===== config.mk =====
export PLATFORM = sky130hd
export DESIGN_NAME = vlsu_top
export DESIGN_NICKNAME = d
export VERILOG_FILES = /design/src/common/vlsu_pkg.sv /design/src/design/vlsu_top.sv /design/src/design/fence_controller.sv /design/src/load_store/load_collector.sv /design/src/load_store/lane_extractor.sv /design/src/load_store/access_decoder.sv /design/src/load_store/load_extender.sv
export SDC_FILE = /design/constraint.sdc
export NUM_CORES = 1
export LEC_CHECK = 0
export BUFFER_PORTS_ARGS = -buffer_cell sky130_fd_sc_hd__buf_2
export CAP_MARGIN = 10
export CELL_PAD_IN_SITES_DETAIL_PLACEMENT = 1
export CELL_PAD_IN_SITES_GLOBAL_PLACEMENT = 1
export CORE_AREA = 5 5 230 232
export DETAILED_ROUTE_END_ITERATION = 7
export DIE_AREA = 0 0 235 237
export PLACE_DENSITY_LB_ADDON = 0.08
export SYNTH_ARGS = -nofsm -noshare
export SYNTH_HDL_FRONTEND = slang
export SYNTH_SLANG_ARGS = --single-unit

===== constraint.sdc =====
create_clock -name CLK -period 5 [get_ports CLK]
set_input_delay 1.5 -clock CLK [delete_from_list [all_inputs] [get_ports CLK]]
set_output_delay 1.5 -clock CLK [all_outputs]
set_load 0.005 [all_outputs]

===== src/common/vlsu_pkg.sv =====
// vector load-store unit shared definitions
// data widths, lane count, cache block geometry, load types and the
// byte enable rule used by both the scalar decoder and the vector lanes

package vlsu_pkg;

    // 32-bit data and address word
    typedef logic [31:0] word_t;

    // one enable bit per byte, byte k is bits 8k+7..8k
    typedef logic [3:0] byte_en_t;

    localparam int NUM_LANES = 4;

    // data cache block geometry
    localparam int BLOCK_WORDS = 4;
    localparam int BLOCK_IDX_BITS = $clog2(BLOCK_WORDS) + (BLOCK_WORDS == 1);

    typedef logic [NUM_LANES-1:0] lane_mask_t;
    typedef logic [BLOCK_IDX_BITS-1:0] block_idx_t;

    // stores reuse LB, LH and LW as the access size
    typedef enum logic [2:0] {
        LT_NONE = 3'd0,
        LB      = 3'd1,
        LH      = 3'd2,
        LW      = 3'd3,
        LBU     = 3'd4,
        LHU     = 3'd5
    } load_type_e;

    // byte enables from access size and the low address bits
    function automatic byte_en_t gen_byte_en(input load_type_e load_type,
                                             input logic [1:0] offset);
        byte_en_t be;
        be = '0;
        case (load_type)
            LB, LBU: begin
                be = byte_en_t'(4'b0001 << offset);
            end
            LH, LHU: begin
                case (offset)
                    2'b00:   be = 4'b0011;
                    2'b10:   be = 4'b1100;
                    default: be = 4'b0000;
                endcase
            end
            LW: begin
                be = 4'b1111;
            end
            default: begin
                be = 4'b0000;
            end
        endcase
        return be;
    endfunction

endpackage

===== src/design/vlsu_top.sv =====
// vector load-store unit top level
// scalar access decoder, one extractor per vector lane, load result
// collector and the fence controller for cache flushes

`timescale 1ns/1ps

module vlsu_top import vlsu_pkg::*; (
    input  logic                      CLK,
    input  logic                      nRST,
    // pipeline request
    input  logic                      ren,
    input  logic                      wen,
    input  word_t                     addr,
    input  load_type_e                load_type,
    input  word_t                     store_data,
    input  word_t [NUM_LANES-1:0]     addr_wide,
    input  lane_mask_t                ven_lanes,
    input  logic                      ifence,
    // data cache bus
    output logic                      bus_ren,
    output logic                      bus_wen,
    output word_t                     bus_addr,
    output byte_en_t                  bus_byte_en,
    output word_t                     bus_wdata,
    input  word_t                     bus_rdata,
    input  word_t [BLOCK_WORDS-1:0]   bus_rdata_wide,
    input  logic                      bus_busy,
    // cache control
    output logic                      icache_flush,
    output logic                      dcache_flush,
    input  logic                      iflush_done,
    input  logic                      dflush_done,
    // results to the pipeline
    output logic                      mal_addr,
    output logic                      lsc_ready,
    output logic                      load_valid,
    output word_t                     dload_ext,
    output word_t [NUM_LANES-1:0]     dload_ext_wide,
    output logic                      fence_stall
);

    byte_en_t              byte_en;
    word_t [NUM_LANES-1:0] lane_data;

    assign lsc_ready = ~bus_busy;

    access_decoder u_decoder (
        .ren         (ren),
        .wen         (wen),
        .addr        (addr),
        .load_type   (load_type),
        .store_data  (store_data),
        .bus_ren     (bus_ren),
        .bus_wen     (bus_wen),
        .bus_addr    (bus_addr),
        .bus_byte_en (bus_byte_en),
        .bus_wdata   (bus_wdata),
        .mal_addr    (mal_addr),
        .byte_en     (byte_en)
    );

    // all lanes read from the same returned block
    for (genvar i = 0; i < NUM_LANES; i++) begin : g_lane
        lane_extractor u_lane (
            .lane_addr  (addr_wide[i]),
            .lane_en    (ven_lanes[i]),
            .load_type  (load_type),
            .block_data (bus_rdata_wide),
            .lane_data  (lane_data[i])
        );
    end

    load_collector u_collector (
        .CLK            (CLK),
        .nRST           (nRST),
        .ren            (ren),
        .bus_busy       (bus_busy),
        .load_type      (load_type),
        .byte_en        (byte_en),
        .bus_rdata      (bus_rdata),
        .lane_data      (lane_data),
        .load_valid     (load_valid),
        .dload_ext      (dload_ext),
        .dload_ext_wide (dload_ext_wide)
    );

    fence_controller u_fence (
        .CLK          (CLK),
        .nRST         (nRST),
        .ifence       (ifence),
        .iflush_done  (iflush_done),
        .dflush_done  (dflush_done),
        .icache_flush (icache_flush),
        .dcache_flush (dcache_flush),
        .fence_stall  (fence_stall)
    );

endmodule


===== src/design/fence_controller.sv =====
// instruction fence controller
// turns the rising edge of ifence into flush pulses for both caches and
// stalls the pipeline until both caches have reported done

`timescale 1ns/1ps

module fence_controller (
    input  logic CLK,
    input  logic nRST,
    input  logic ifence,
    input  logic iflush_done,
    input  logic dflush_done,
    output logic icache_flush,
    output logic dcache_flush,
    output logic fence_stall
);

    logic ifence_reg;
    logic ifence_pulse;
    logic iflushed;
    logic iflushed_next;
    logic dflushed;
    logic dflushed_next;

    always_ff @(posedge CLK, negedge nRST) begin
        if (!nRST) begin
            ifence_reg <= 1'b0;
            iflushed   <= 1'b1;
            dflushed   <= 1'b1;
        end else begin
            ifence_reg <= ifence;
            iflushed   <= iflushed_next;
            dflushed   <= dflushed_next;
        end
    end

    // first cycle of the fence only
    assign ifence_pulse = ifence & ~ifence_reg;
    assign icache_flush = ifence_pulse;
    assign dcache_flush = ifence_pulse;

    // flags drop on a new fence, done pulses win if they coincide
    always_comb begin
        iflushed_next = iflushed;
        dflushed_next = dflushed;
        if (ifence_pulse) begin
            iflushed_next = 1'b0;
            dflushed_next = 1'b0;
        end
        if (iflush_done) begin
            iflushed_next = 1'b1;
        end
        if (dflush_done) begin
            dflushed_next = 1'b1;
        end
    end

    assign fence_stall = ifence_reg & ~(iflushed & dflushed);

endmodule


===== src/load_store/load_collector.sv =====
// load result collector
// extends the scalar read word and captures the scalar and all vector
// lane results on a completing read, with a one-cycle valid pulse

`timescale 1ns/1ps

module load_collector import vlsu_pkg::*; (
    input  logic                    CLK,
    input  logic                    nRST,
    input  logic                    ren,
    input  logic                    bus_busy,
    input  load_type_e              load_type,
    input  byte_en_t                byte_en,
    input  word_t                   bus_rdata,
    input  word_t [NUM_LANES-1:0]   lane_data,
    output logic                    load_valid,
    output word_t                   dload_ext,
    output word_t [NUM_LANES-1:0]   dload_ext_wide
);

    word_t scalar_ext;
    logic  read_done;

    load_extender u_scalar_ext (
        .data_in   (bus_rdata),
        .load_type (load_type),
        .byte_en   (byte_en),
        .ext_out   (scalar_ext)
    );

    // read completes once the cache drops busy
    assign read_done = ren & ~bus_busy;

    always_ff @(posedge CLK, negedge nRST) begin
        if (!nRST) begin
            load_valid <= 1'b0;
        end else begin
            load_valid <= read_done;
        end
    end

    // results hold until the next completing read
    always_ff @(posedge CLK) begin
        if (read_done) begin
            dload_ext      <= scalar_ext;
            dload_ext_wide <= lane_data;
        end
    end

endmodule


===== src/load_store/lane_extractor.sv =====
// vector lane extractor
// selects one lane's word out of the returned cache block, applies the
// lane enable and extends the addressed byte, halfword or word

`timescale 1ns/1ps

module lane_extractor import vlsu_pkg::*; (
    input  word_t                    lane_addr,
    input  logic                     lane_en,
    input  load_type_e               load_type,
    input  word_t [BLOCK_WORDS-1:0]  block_data,
    output word_t                    lane_data
);

    block_idx_t word_idx;
    word_t      word_sel;
    byte_en_t   lane_byte_en;

    // word index within the block starts at address bit 2
    assign word_idx = lane_addr[BLOCK_IDX_BITS+1:2];

    // disabled lanes read as zero
    assign word_sel = lane_en ? block_data[word_idx] : '0;

    // same enable rule as the scalar path, from this lane's own offset
    assign lane_byte_en = gen_byte_en(load_type, lane_addr[1:0]);

    load_extender u_lane_ext (
        .data_in   (word_sel),
        .load_type (load_type),
        .byte_en   (lane_byte_en),
        .ext_out   (lane_data)
    );

endmodule


===== src/load_store/access_decoder.sv =====
// scalar access decoder
// forwards a load or store to the data cache bus, builds the byte enables,
// flags misaligned accesses and replicates store data across the bus word

`timescale 1ns/1ps

module access_decoder import vlsu_pkg::*; (
    input  logic       ren,
    input  logic       wen,
    input  word_t      addr,
    input  load_type_e load_type,
    input  word_t      store_data,
    output logic       bus_ren,
    output logic       bus_wen,
    output word_t      bus_addr,
    output byte_en_t   bus_byte_en,
    output word_t      bus_wdata,
    output logic       mal_addr,
    output byte_en_t   byte_en
);

    logic [1:0] byte_offset;
    byte_en_t   req_byte_en;

    assign byte_offset = addr[1:0];

    // request goes straight through, the cache handles busy
    assign bus_ren  = ren;
    assign bus_wen  = wen;
    assign bus_addr = addr;

    assign req_byte_en = gen_byte_en(load_type, byte_offset);
    assign bus_byte_en = req_byte_en;

    // word must be word aligned, halfword must sit on an even byte
    always_comb begin
        case (load_type)
            LW: begin
                mal_addr = (byte_offset != 2'b00);
            end
            LH, LHU: begin
                mal_addr = byte_offset[0];
            end
            default: begin
                mal_addr = 1'b0;
            end
        endcase
    end

    // enables for the load extender, cleared on a misaligned access
    // so the returned result is zero
    assign byte_en = mal_addr ? byte_en_t'(4'b0000) : req_byte_en;

    // replicate so every byte lane of the bus sees the store value
    always_comb begin
        case (load_type)
            LB: begin
                bus_wdata = {4{store_data[7:0]}};
            end
            LH: begin
                bus_wdata = {2{store_data[15:0]}};
            end
            LW: begin
                bus_wdata = store_data;
            end
            default: begin
                bus_wdata = '0;
            end
        endcase
    end

endmodule


===== src/load_store/load_extender.sv =====
// load data extender
// picks the byte, halfword or word selected by the byte enables and
// sign or zero extends it to a full word

`timescale 1ns/1ps

module load_extender import vlsu_pkg::*; (
    input  word_t      data_in,
    input  load_type_e load_type,
    input  byte_en_t   byte_en,
    output word_t      ext_out
);

    logic [7:0]  sel_byte;
    logic [15:0] sel_half;
    logic        byte_hit;
    logic        half_hit;

    // one-hot byte enable
    always_comb begin
        byte_hit = 1'b1;
        case (byte_en)
            4'b0001: sel_byte = data_in[7:0];
            4'b0010: sel_byte = data_in[15:8];
            4'b0100: sel_byte = data_in[23:16];
            4'b1000: sel_byte = data_in[31:24];
            default: begin
                sel_byte = '0;
                byte_hit = 1'b0;
            end
        endcase
    end

    // lower or upper halfword
    always_comb begin
        half_hit = 1'b1;
        case (byte_en)
            4'b0011: sel_half = data_in[15:0];
            4'b1100: sel_half = data_in[31:16];
            default: begin
                sel_half = '0;
                half_hit = 1'b0;
            end
        endcase
    end

    always_comb begin
        case (load_type)
            LB:      ext_out = byte_hit ? {{24{sel_byte[7]}}, sel_byte} : '0;
            LBU:     ext_out = byte_hit ? {24'b0, sel_byte} : '0;
            LH:      ext_out = half_hit ? {{16{sel_half[15]}}, sel_half} : '0;
            LHU:     ext_out = half_hit ? {16'b0, sel_half} : '0;
            LW:      ext_out = (byte_en == 4'b1111) ? data_in : '0;
            default: ext_out = '0;
        endcase
    end

endmodule


==> impl_metrics.csv, run 1 <==
group,metric,value,unit
yosys,mappedNetlistArea,12600,um2
floorplan,boundaryPins,603,
flow_run,max_cap_violations,0,
placed_design,place.detailed.hpwl,53400,um
placed_design,placement.setup.worst_slack,0.287,ns
clock_network,clock_latency,0.48,ns
pwr,cellPowerDensity,250,nW/um2
worst_setup_path,worstPathMaxFanout,9,
worst_hold_path,hold_path_startpoint,"u_fence.dflushed$_DFFE_PN1P_",
pwr,p_leak,5.95,nW
final_layout,top_regs,"u_collector.dload_ext_wide (128), u_collector.dload_ext (32)",
worst_setup_path,worstSetupPathType,"input pin to output port",
placed_design,gpl.final_weighted_congestion,0.867,
drt,wirelength,66000,um
floorplan,initial_core_util,0.249,
final_layout,drive_gt1_frac,0.475,
timing,max_freq,0.214,GHz
yosys,synth-seq-cells,164,
worst_setup_path,crit_path_start_kind,"input pin",
placed_design,numPortBuffers,428,
worst_hold_path,timing.hold.worst_path_depth,1,
clock_network,cts-htree-levels,4,
timing,setup_ws,0.319,ns
clock_network,cts_tree,"done",
worst_setup_path,critical_path.cell_chain,"buf_2 > inv_1 > ha_1 > and2_1 > nor2_1 > nor2_1 > and2_1 > buf_2",
floorplan,core,50800,um2
final_layout,multi_input_area,6910,um2
timing,layout_min_cycle_time,4.68,ns
final_layout,number_of_flip_flops_in_the_largest_register,128,
floorplan,dieArea,55700,um2
clock_network,clock_sink_count,164,
drt,wl_per_cell,30.9,um
timing,rsz0062_at_grt,"false",
timing,maxSlewHeadroom,0.449,
clock_network,clk_slew_on_worst_s_h_paths,0.06,ns
timing,setup_violations,0,
global_route,overflow_left_after_global_routing,0,
floorplan,die_y,237,um
drt,drt_first_iter_violations,994,
worst_hold_path,worst_hold_path_type,"flip-flop to flip-flop",
worst_hold_path,min_to,"u_fence.dflushed$_DFFE_PN1P_",
global_route,grt_max_degree,75,
clock_network,postCtsResizedCells,0,
yosys,ys_seq_area_frac,0.388,
global_route,grt_antenna_before_repair,40,
yosys,synthCells,1073,
timing,layout_worst_path_cycle_share,0.936,
floorplan,floorplan.die.width,235,um
final_layout,largest_register,"u_collector.dload_ext_wide",
floorplan,fp-row-count,83,
clock_network,root_cell_of_the_clock_tree,"sky130_fd_sc_hd__clkbuf_16",
worst_setup_path,regToRegStartpoint,"u_fence.ifence_reg$_DFF_PN0_",
timing,worst_pin_slew,0.818,ns
drt,first_pass_iters,5,
yosys,synth_enable_flop_cells,160,
pwr,peakVddDrop,0.157,mV
worst_setup_path,critPathSlowestCell,"sky130_fd_sc_hd__and2_1",
yosys,synthesis.nets,1441,
clock_network,cts.hold.buffers_added,0,
worst_setup_path,worst_r2r_path_depth,2,
yosys,yosys.cell_types.count,71,
worst_setup_path,ff2ff_setup_slack,4.20,ns
clock_network,cts_inserted_buffers,17,
worst_setup_path,crit_reg_reg_endpoint,"u_fence.iflushed$_DFFE_PN1P_",
worst_setup_path,timing.critical_path.required,3.50,ns
clock_network,post-cts-setup-buffer-count,0,
final_layout,filler_cell_count_in_the_final_layout,5744,
final_layout,area.sequential,4910,um2
timing,report.final.slew_viol_count,0,
status,result_of_the_run,"finished, final reports clean",
yosys,post_synth.cell_area_avg,11.8,um2
drt,routed-via-count,11500,
global_route,grt_util_all_layers,0.231,
yosys,yosysWarningCount,0,
worst_setup_path,setup.worst_path.end_class,"output port",
timing,final.setup.tns,0,ns
final_layout,fin_nets,1797,
timing,final.setup_skew,0.0000391,ns
worst_setup_path,cp_slowest_stage_delay,0.42,ns
drt,avgViaCountPerCell,5.37,
global_route,first_global_vias,11800,
drt,route.detailed.drc,0,
clock_network,ctsLongestPathBuffers,2,
final_layout,flow.area_growth_from_synthesis,24.9,%
yosys,yosys_most_used_dff,"sky130_fd_sc_hd__edfxtp_1",
drt,detail-route-antenna-nets,0,
timing,timing_hold_violations_final,0,
yosys,ys_async_sr_fraction,0.0244,
worst_setup_path,worstPathArrival,3.18,ns
global_route,grt_first_pass_wirelength,92400,um
-- worst max path at each step --
stage | startpoint | cells after the start | to
after global routing | load_type[1] | 7 | bus_wdata[7]
after CTS | load_type[2] | 8 | bus_wdata[7]
after global placement | load_type[1] | 7 | bus_wdata[23]
final | load_type[2] | 8 | bus_wdata[7]
after floorplan | load_type[2] | 10 | bus_wdata[20]
after detailed placement | load_type[2] | 8 | bus_wdata[7]
-- routing by layer --
layer,GRT usage,vias up,part of all wire
li1,-,4992,-
met1,0.328,5887,0.46
met2,0.350,465,0.45
met3,0.0683,100,0.076
met4,0.0495,48,0.014
met5,0,-,0.0051
-- cell families (layout without fill, tap and decap cells) --
kind of cell             count (synthesis)  after routing  synth area share
other                                    0             17                 0
adder cells (fa/ha/maj)                  1              1          0.000990
multiplexers                           170            170             0.268
XOR/XNOR                                 3              3           0.00208
flip-flops                             164            164             0.388
AO/OA/AOI/OAI                          337            337             0.175
AND/OR/NAND/NOR                        247            247             0.101
buffers and inverters                  151            520            0.0655
-- layout make-up --
cell class	count	share of cell area
multi-input combinational	758	0.438
antenna	17	0.00270
tap	680	0.0539
clock inverter	12	0.00523
inverter	23	0.00547
timing repair buffer	465	0.156
clock buffer	20	0.0277
sequential	164	0.311
-- where the power goes --
group	switching, mW	internal (mW)
logic	0.621	0.434
clock network	0.626	0.632
registers	0.0325	1.61
total	1.28	2.67
-- cell usage after synthesis, types with 12 or more instances --
cell type	number	area, um2
sky130_fd_sc_hd__buf_2	30	150
sky130_fd_sc_hd__clkbuf_1	38	143
sky130_fd_sc_hd__mux4_2	131	2950
sky130_fd_sc_hd__a21oi_1	68	340
sky130_fd_sc_hd__mux2_2	22	248
sky130_fd_sc_hd__a2bb2oi_1	14	123
sky130_fd_sc_hd__a21o_1	17	128
sky130_fd_sc_hd__edfxtp_1	160	4800
sky130_fd_sc_hd__a22oi_1	67	503
sky130_fd_sc_hd__and2_1	12	75.1
sky130_fd_sc_hd__nand2_1	78	293
sky130_fd_sc_hd__a222oi_1	12	120
sky130_fd_sc_hd__buf_4	51	383
sky130_fd_sc_hd__inv_1	22	82.6
sky130_fd_sc_hd__o21ai_0	80	400
sky130_fd_sc_hd__o21ai_1	20	100
sky130_fd_sc_hd__nor2_1	70	263
sky130_fd_sc_hd__a21boi_0	18	135
sky130_fd_sc_hd__mux2i_1	16	160
sky130_fd_sc_hd__nor2b_1	15	93.8
-- critical path, delay by kind of cell --
kind,cells,cell delay (ns)
buffers and inverters,3,0.37
adders and majority gates,1,0.21
and+or+nand+nor,4,1.09
-- layout by cell type (no fill, tap or decap), types with 11 or more instances in the layout --
master                        n
sky130_fd_sc_hd__buf_2      428
sky130_fd_sc_hd__edfxtp_1   160
sky130_fd_sc_hd__mux4_2     131
sky130_fd_sc_hd__o21ai_0     80
sky130_fd_sc_hd__nand2_1     78
sky130_fd_sc_hd__nor2_1      70
sky130_fd_sc_hd__a21oi_1     68
sky130_fd_sc_hd__a22oi_1     67
sky130_fd_sc_hd__buf_4       33
sky130_fd_sc_hd__inv_1       22
sky130_fd_sc_hd__mux2_2      22
sky130_fd_sc_hd__o21ai_1     20
sky130_fd_sc_hd__a21boi_0    18
sky130_fd_sc_hd__diode_2     17
sky130_fd_sc_hd__a21o_1      17
sky130_fd_sc_hd__clkbuf_16   17
sky130_fd_sc_hd__mux2i_1     16
sky130_fd_sc_hd__nor2b_1     14
sky130_fd_sc_hd__a2bb2oi_1   14
sky130_fd_sc_hd__a222oi_1    12
sky130_fd_sc_hd__nand2b_1    11
sky130_fd_sc_hd__nand2_2     11
sky130_fd_sc_hd__and2_1      11
-- through the flow --
stage               cell area (um2)  utilization  std cells  total power, mW  hold slack (ns)
finish                        15800        0.311       2139             3.95            0.508
global route                  15800        0.310       2127             4.13            0.523
CTS                           15700        0.310       2122             4.00            0.512
detailed placement            15200        0.300       2090             2.72            0.502
global placement              15200        0.300       2090             2.72            0.499
floorplan                     12600            -       1073             2.23            0.492
No activity file was read; power rests on OpenSTA's default activity.
==> run 2, diff against run 1 <==
==> constraint.sdc (replaced) <==
create_clock -name CLK -period 5.3 [get_ports CLK]
set_input_delay 1.59 -clock CLK [delete_from_list [all_inputs] [get_ports CLK]]
set_output_delay 1.59 -clock CLK [all_outputs]
set_load 0.005 [all_outputs]
==> run 2 against run 1 <==
  * Clock skew hardly changed
  * Wire length increased by 0.85%
  * Hold slack improved by 0.0020 ns
  * Clock power is 5% higher
  * First-iteration DRC count shrank 15%
  * Critical path type unchanged
  * Largest cell class unchanged
  * Largest power group unchanged
==> impl_metrics.csv, run 2 (synthesis gave the netlist of run 1 again) <==
group,metric,value,unit
status,result_of_the_run,"finished, final reports clean",
global_route,grt_max_degree,73,
placed_design,numPortBuffers,428,
timing,max_freq,0.202,GHz
final_layout,flow.area_growth_from_synthesis,25.4,%
worst_setup_path,timing.critical_path.required,3.71,ns
flow_run,max_cap_violations,0,
final_layout,number_of_flip_flops_in_the_largest_register,128,
worst_setup_path,critPathSlowestCell,"sky130_fd_sc_hd__and2_1",
worst_setup_path,regToRegStartpoint,"u_fence.ifence_reg$_DFF_PN0_",
worst_hold_path,timing.hold.worst_path_depth,1,
worst_setup_path,crit_path_start_kind,"input pin",
clock_network,clk_slew_on_worst_s_h_paths,0.07,ns
worst_setup_path,worstSetupPathType,"input pin to output port",
timing,hold-worst-slack,0.510,ns
clock_network,cts_inserted_buffers,17,
worst_setup_path,worstPathMaxFanout,10,
clock_network,postCtsResizedCells,0,
worst_setup_path,worst_setup_path_startpoint,"load_type[1]",
pwr,pwr_total,3.87,mW
global_route,first_global_vias,11900,
worst_hold_path,min_to,"u_fence.dflushed$_DFFE_PN1P_",
clock_network,cts_tree,"done",
timing,layout_min_cycle_time,4.96,ns
worst_setup_path,worstPathArrival,3.37,ns
clock_network,cts.hold.buffers_added,0,
pwr,internal_power,2.62,mW
drt,first_pass_iters,6,
timing,final.setup_skew,0.000108,ns
pwr,power_frac_clock,0.342,
floorplan,die_y,237,um
drt,detail-route-antenna-nets,0,
placed_design,gpl.final_weighted_congestion,0.867,
drt,route.detailed.drc,0,
timing,rsz0062_at_grt,"false",
worst_setup_path,ff2ff_setup_slack,4.50,ns
drt,drt_first_iter_violations,842,
floorplan,fp-row-count,83,
worst_hold_path,hold_path_startpoint,"u_fence.dflushed$_DFFE_PN1P_",
global_route,overflow_left_after_global_routing,0,
clock_network,post-cts-setup-buffer-count,0,
worst_setup_path,critical_path.cell_chain,"buf_2 > ha_1 > and2_1 > nor2_1 > nor2_1 > and2_1 > buf_2",
global_route,grt_util_all_layers,0.232,
worst_setup_path,crit_reg_reg_endpoint,"u_fence.dflushed$_DFFE_PN1P_",
pwr,cellPowerDensity,244,nW/um2
placed_design,place.detailed.hpwl,53300,um
global_route,grt_antenna_before_repair,45,
clock_network,root_cell_of_the_clock_tree,"sky130_fd_sc_hd__clkbuf_16",
floorplan,core,50800,um2
final_layout,finish.utilization,0.312,
timing,setup_violations,0,
worst_hold_path,worst_hold_path_type,"flip-flop to flip-flop",
pwr,sequentialPowerShare,0.400,
placed_design,dpl_cell_area,15200,um2
drt,wl_per_cell,31.1,um
clock_network,ctsLongestPathBuffers,2,
timing,timing_hold_violations_final,0,
global_route,grt_first_pass_wirelength,93100,um
pwr,peakVddDrop,0.246,mV
final_layout,largest_register,"u_collector.dload_ext_wide",
final_layout,fin_nets,1796,
worst_setup_path,cp_slowest_stage_delay,0.39,ns
final_layout,most-common-layout-cells,"428 x sky130_fd_sc_hd__buf_2, 160 x sky130_fd_sc_hd__edfxtp_1, 131 x sky130_fd_sc_hd__mux4_2, 80 x sky130_fd_sc_hd__o21ai_0, 78 x sky130_fd_sc_hd__nand2_1",
drt,wirelength,66600,um
timing,maxSlewHeadroom,0.394,
clock_network,cts-htree-levels,4,
floorplan,floorplan.die.width,235,um
pwr,combinationalPowerShare,0.258,
final_layout,design_area,15800,um2
pwr,power.net_switching,1.24,mW
floorplan,initial_core_util,0.249,
pwr,p_leak,5.98,nW
clock_network,clock_latency,0.49,ns
pwr,switching_share,0.321,
drt,routed-via-count,11500,
final_layout,filler_cell_count_in_the_final_layout,5760,
timing,final.setup.tns,0,ns
final_layout,drive_gt1_frac,0.477,
floorplan,boundaryPins,603,
final_layout,mostFrequentLayoutCell,"sky130_fd_sc_hd__buf_2",
clock_network,clock_sink_count,164,
drt,avgViaCountPerCell,5.39,
worst_setup_path,setup.worst_path.end_class,"output port",
floorplan,dieArea,55700,um2
final_layout,top_regs,"u_collector.dload_ext_wide (128), u_collector.dload_ext (32)",
worst_setup_path,worst_r2r_path_depth,2,
timing,layout_worst_path_cycle_share,0.935,
timing,worst_pin_slew,0.906,ns
timing,report.final.slew_viol_count,0,
-- run 2: stage by stage --
stage | setup slack (ns) | cells
finish | 0.345 | 2138
global route | 0.175 | 2133
CTS | 0.315 | 2121
detailed placement | 0.316 | 2089
global placement | 0.350 | 2089
floorplan | 0.623 | 1073
-- run 2: how the worst max path moves through the flow --
stage                                to  slack (ns)  depth (start not counted)
final                      bus_wdata[7]        0.34                          7
after global placement     bus_wdata[7]        0.35                          7
after floorplan           bus_wdata[20]        0.62                         10
after detailed placement   bus_wdata[7]        0.32                          7
after CTS                  bus_wdata[7]        0.32                          7
after global routing       bus_wdata[7]        0.17                          7
-- run 2: worst max-delay path: cells and delay by family --
kind | cells | cell delay [ns]
AND/OR/NAND/NOR | 4 | 1.11
buffers and inverters | 2 | 0.39
adder cells (fa/ha/maj) | 1 | 0.26
-- run 2: power groups by stage --
stage                     clock [mW]  combinational, mW  sequential, mW
after floorplan                    0              0.526            1.58
after global placement             0              0.989            1.58
after detailed placement           0              0.994            1.58
after CTS                       1.37              0.998            1.55
after global routing            1.41               1.06            1.56
final                           1.32              0.997            1.55
-- run 2: layout make-up --
class | instances | area (um2) | area share
inverters | 23 | 86.3 | 0.00545
well taps | 680 | 851 | 0.0537
clock inverters | 14 | 151 | 0.00956
diodes | 17 | 42.5 | 0.00269
repair buffers | 464 | 2460 | 0.155
multi-input cells | 758 | 6910 | 0.436
clock buffers | 18 | 429 | 0.0271
flip-flops and latches | 164 | 4910 | 0.310
-- run 2: metal layers --
metal | track usage | wire length [um] | vias to the layer above
met5 | 0 | 319 | -
met4 | 0.0692 | 1470 | 50
met3 | 0.0716 | 4600 | 110
met2 | 0.348 | 29500 | 474
met1 | 0.324 | 30800 | 5888
li1 | - | - | 4995
==> run 3, diff against run 2 <==
--- a/config.mk
+++ b/config.mk
@@ -12,6 +12,8 @@
 export CORE_AREA = 5 5 230 232
 export DETAILED_ROUTE_END_ITERATION = 7
 export DIE_AREA = 0 0 235 237
+export GPL_ROUTABILITY_DRIVEN = 0
+export GPL_TIMING_DRIVEN = 0
 export PLACE_DENSITY_LB_ADDON = 0.08
 export SYNTH_ARGS = -nofsm -noshare
 export SYNTH_HDL_FRONTEND = slang
==> constraint.sdc (replaced) <==
create_clock -name CLK -period 5.3 [get_ports CLK]
set_input_delay 0 -clock CLK [delete_from_list [all_inputs] [get_ports CLK]]
set_output_delay 0 -clock CLK [all_outputs]
set_load 0.005 [all_outputs]
==> run 3 against run 2 <==
  * Clock skew about the same
  * Sequential share of layout area decreased by 1.9 points
  * Final cell count up 7.4%
  * Combinational power grew 9%
  * Fmax up 81%
  * Global-route usage is 0.85 points higher
  * Clock power shrank 5%
==> impl_metrics.csv, run 3 (synthesis gave the netlist of run 1 again) <==
group,metric,value,unit
worst_setup_path,critPathSlowestCell,"sky130_fd_sc_hd__clkbuf_1",
clock_network,cts-htree-levels,4,
worst_setup_path,cp_slowest_stage_delay,0.67,ns
timing,final.setup.tns,0,ns
drt,wirelength,69700,um
clock_network,root_cell_of_the_clock_tree,"sky130_fd_sc_hd__clkbuf_16",
worst_setup_path,crit_path_start_kind,"input pin",
global_route,grt_antenna_before_repair,49,
timing,maxSlewHeadroom,0.385,
drt,wl_met3,7060,um
final_layout,drive_gt1_frac,0.475,
worst_setup_path,worst_path_dominant_cell_family,"buffers and inverters",
worst_setup_path,worstPathArrival,2.96,ns
final_layout,largest_register,"u_collector.dload_ext_wide",
placed_design,dpl_cell_area,15800,um2
final_layout,top_regs,"u_collector.dload_ext_wide (128), u_collector.dload_ext (32)",
flow_run,max_cap_violations,0,
global_route,grt_first_pass_wirelength,96500,um
drt,route.detailed.drc,0,
timing,report.final.slew_viol_count,0,
placed_design,numPortBuffers,446,
pwr,p_leak,6.52,nW
status,result_of_the_run,"finished, final reports clean",
worst_setup_path,critical_path.cell_chain,"buf_4 > buf_2 > inv_1 > ha_1 > clkbuf_1 > nand2_1 > and2_1 > clkbuf_1 > a22oi_1 > nand2_1",
drt,drt_first_iter_violations,971,
drt,wl_per_cell,30.3,um
final_layout,number_of_flip_flops_in_the_largest_register,128,
timing,worst_pin_slew,0.913,ns
worst_setup_path,worstSetupPathType,"input pin to flip-flop",
drt,topRoutingLayerUsed,"met5",
final_layout,area.sequential,4910,um2
worst_hold_path,worst_hold_path_type,"input pin to flip-flop",
global_route,grt_max_degree,35,
drt,first_pass_iters,6,
placed_design,place.detailed.hpwl,57500,um
floorplan,core,50800,um2
floorplan,initial_core_util,0.249,
pwr,peakVddDrop,0.237,mV
clock_network,clock_sink_count,164,
clock_network,clk_slew_on_worst_s_h_paths,0.07,ns
worst_setup_path,setup.worst_path.end_class,"flip-flop",
global_route,grt_util_all_layers,0.241,
timing,setup_violations,0,
global_route,overflow_left_after_global_routing,0,
worst_setup_path,timing.critical_path.required,5.52,ns
clock_network,ctsLongestPathBuffers,2,
final_layout,flow.area_growth_from_synthesis,33.4,%
floorplan,floorplan.die.width,235,um
timing,max_freq,0.366,GHz
pwr,cellPowerDensity,231,nW/um2
timing,timing_hold_violations_final,0,
clock_network,post-cts-setup-buffer-count,0,
floorplan,fp-row-count,83,
timing,layout_min_cycle_time,2.74,ns
final_layout,mostFrequentLayoutCell,"sky130_fd_sc_hd__buf_2",
timing,final.setup_skew,0.0000869,ns
timing,rsz0062_at_grt,"false",
final_layout,most-common-layout-cells,"476 x sky130_fd_sc_hd__buf_2, 160 x sky130_fd_sc_hd__edfxtp_1, 131 x sky130_fd_sc_hd__mux4_2, 80 x sky130_fd_sc_hd__o21ai_0, 78 x sky130_fd_sc_hd__nand2_1",
final_layout,fin_nets,1950,
final_layout,design_area,16800,um2
final_layout,multi_input_area,6910,um2
clock_network,cts_inserted_buffers,17,
drt,routed-wl-met2,31100,um
global_route,first_global_vias,12800,
clock_network,clock_latency,0.48,ns
floorplan,die_y,237,um
drt,detail-route-antenna-nets,0,
timing,layout_worst_path_cycle_share,0.516,
floorplan,boundaryPins,603,
floorplan,dieArea,55700,um2
drt,avgViaCountPerCell,5.36,
clock_network,cts_tree,"done",
drt,met1_length,29800,um
final_layout,filler_cell_count_in_the_final_layout,5738,
worst_setup_path,worstPathMaxFanout,10,
worst_setup_path,path_buf_inv,5,
drt,routed-via-count,12300,
## run 3: per-stage QoR
step / worst slack (ns) / util / hold slack, ns / power (mW) / cells
after floorplan: 0.679 / - / -0.296 / 2.11 / 1073
after global placement: -1.57 / 0.310 / -0.192 / 2.62 / 2199
after detailed placement: 2.04 / 0.312 / -0.192 / 2.62 / 2204
after CTS: 2.55 / 0.331 / 0.00247 / 3.94 / 2275
after global routing: 2.42 / 0.331 / 0.0317 / 4.06 / 2288
final: 2.56 / 0.332 / 0.0425 / 3.89 / 2297
## run 3: final cells by class
class,instances,area share
clock buffer,17,0.0253
buffer,128,0.0440
clock inverter,15,0.00861
multi-input combinational,758,0.410
inverter,23,0.00512
sequential,164,0.291
timing repair buffer,490,0.162
tap,680,0.0505
antenna,22,0.00327
## run 3: final timing paths
| check | from | to | slack (ns) | cells after the start |
|---|---|---|---|---|
| min in group asynchronous | nRST | u_fence.ifence_reg$_DFF_PN0_ | 0.40 | 3 |
| max | load_type[2] | u_collector.dload_ext_wide[1]$_DFFE_PP_ | 2.56 | 10 |
| min | ren | u_collector.dload_ext_wide[49]$_DFFE_PP_ | 0.04 | 2 |
| max reg2reg | u_fence.ifence_reg$_DFF_PN0_ | u_fence.iflushed$_DFFE_PN1P_ | 4.48 | 2 |
| max in group asynchronous | nRST | u_fence.iflushed$_DFFE_PN1P_ | 4.65 | 3 |
| min reg2reg | u_fence.dflushed$_DFFE_PN1P_ | u_fence.dflushed$_DFFE_PN1P_ | 0.52 | 1 |
## run 3: per-layer routing
layer	global-route usage	up-vias
li1	-	5315
met1	0.320	6233
met2	0.363	601
met3	0.0974	112
met4	0.0680	40
met5	0.00952	-
## run 3: repair_timing
item / in CTS / in global routing
endpoints found under the hold margin: 57 / 0
setup endpoints to repair: 0 / 0
resized for setup: 0 / 0
hold buffers: 39 / 0
## run 3: worst reg2reg max path, stage by stage, from the launching register on
cell	delay (ns)
sky130_fd_sc_hd__dfrtp_1	0.37
sky130_fd_sc_hd__nand2b_1	0.18
sky130_fd_sc_hd__a21o_1	0.20
## run 3: power breakdown
group	switching [mW]	total [mW]	internal [mW]	leakage, nW
clock	0.598	1.25	0.656	0.274
combinational	0.628	1.09	0.462	4.88
sequential	0.0271	1.54	1.52	1.37
total	1.25	3.89	2.63	6.52
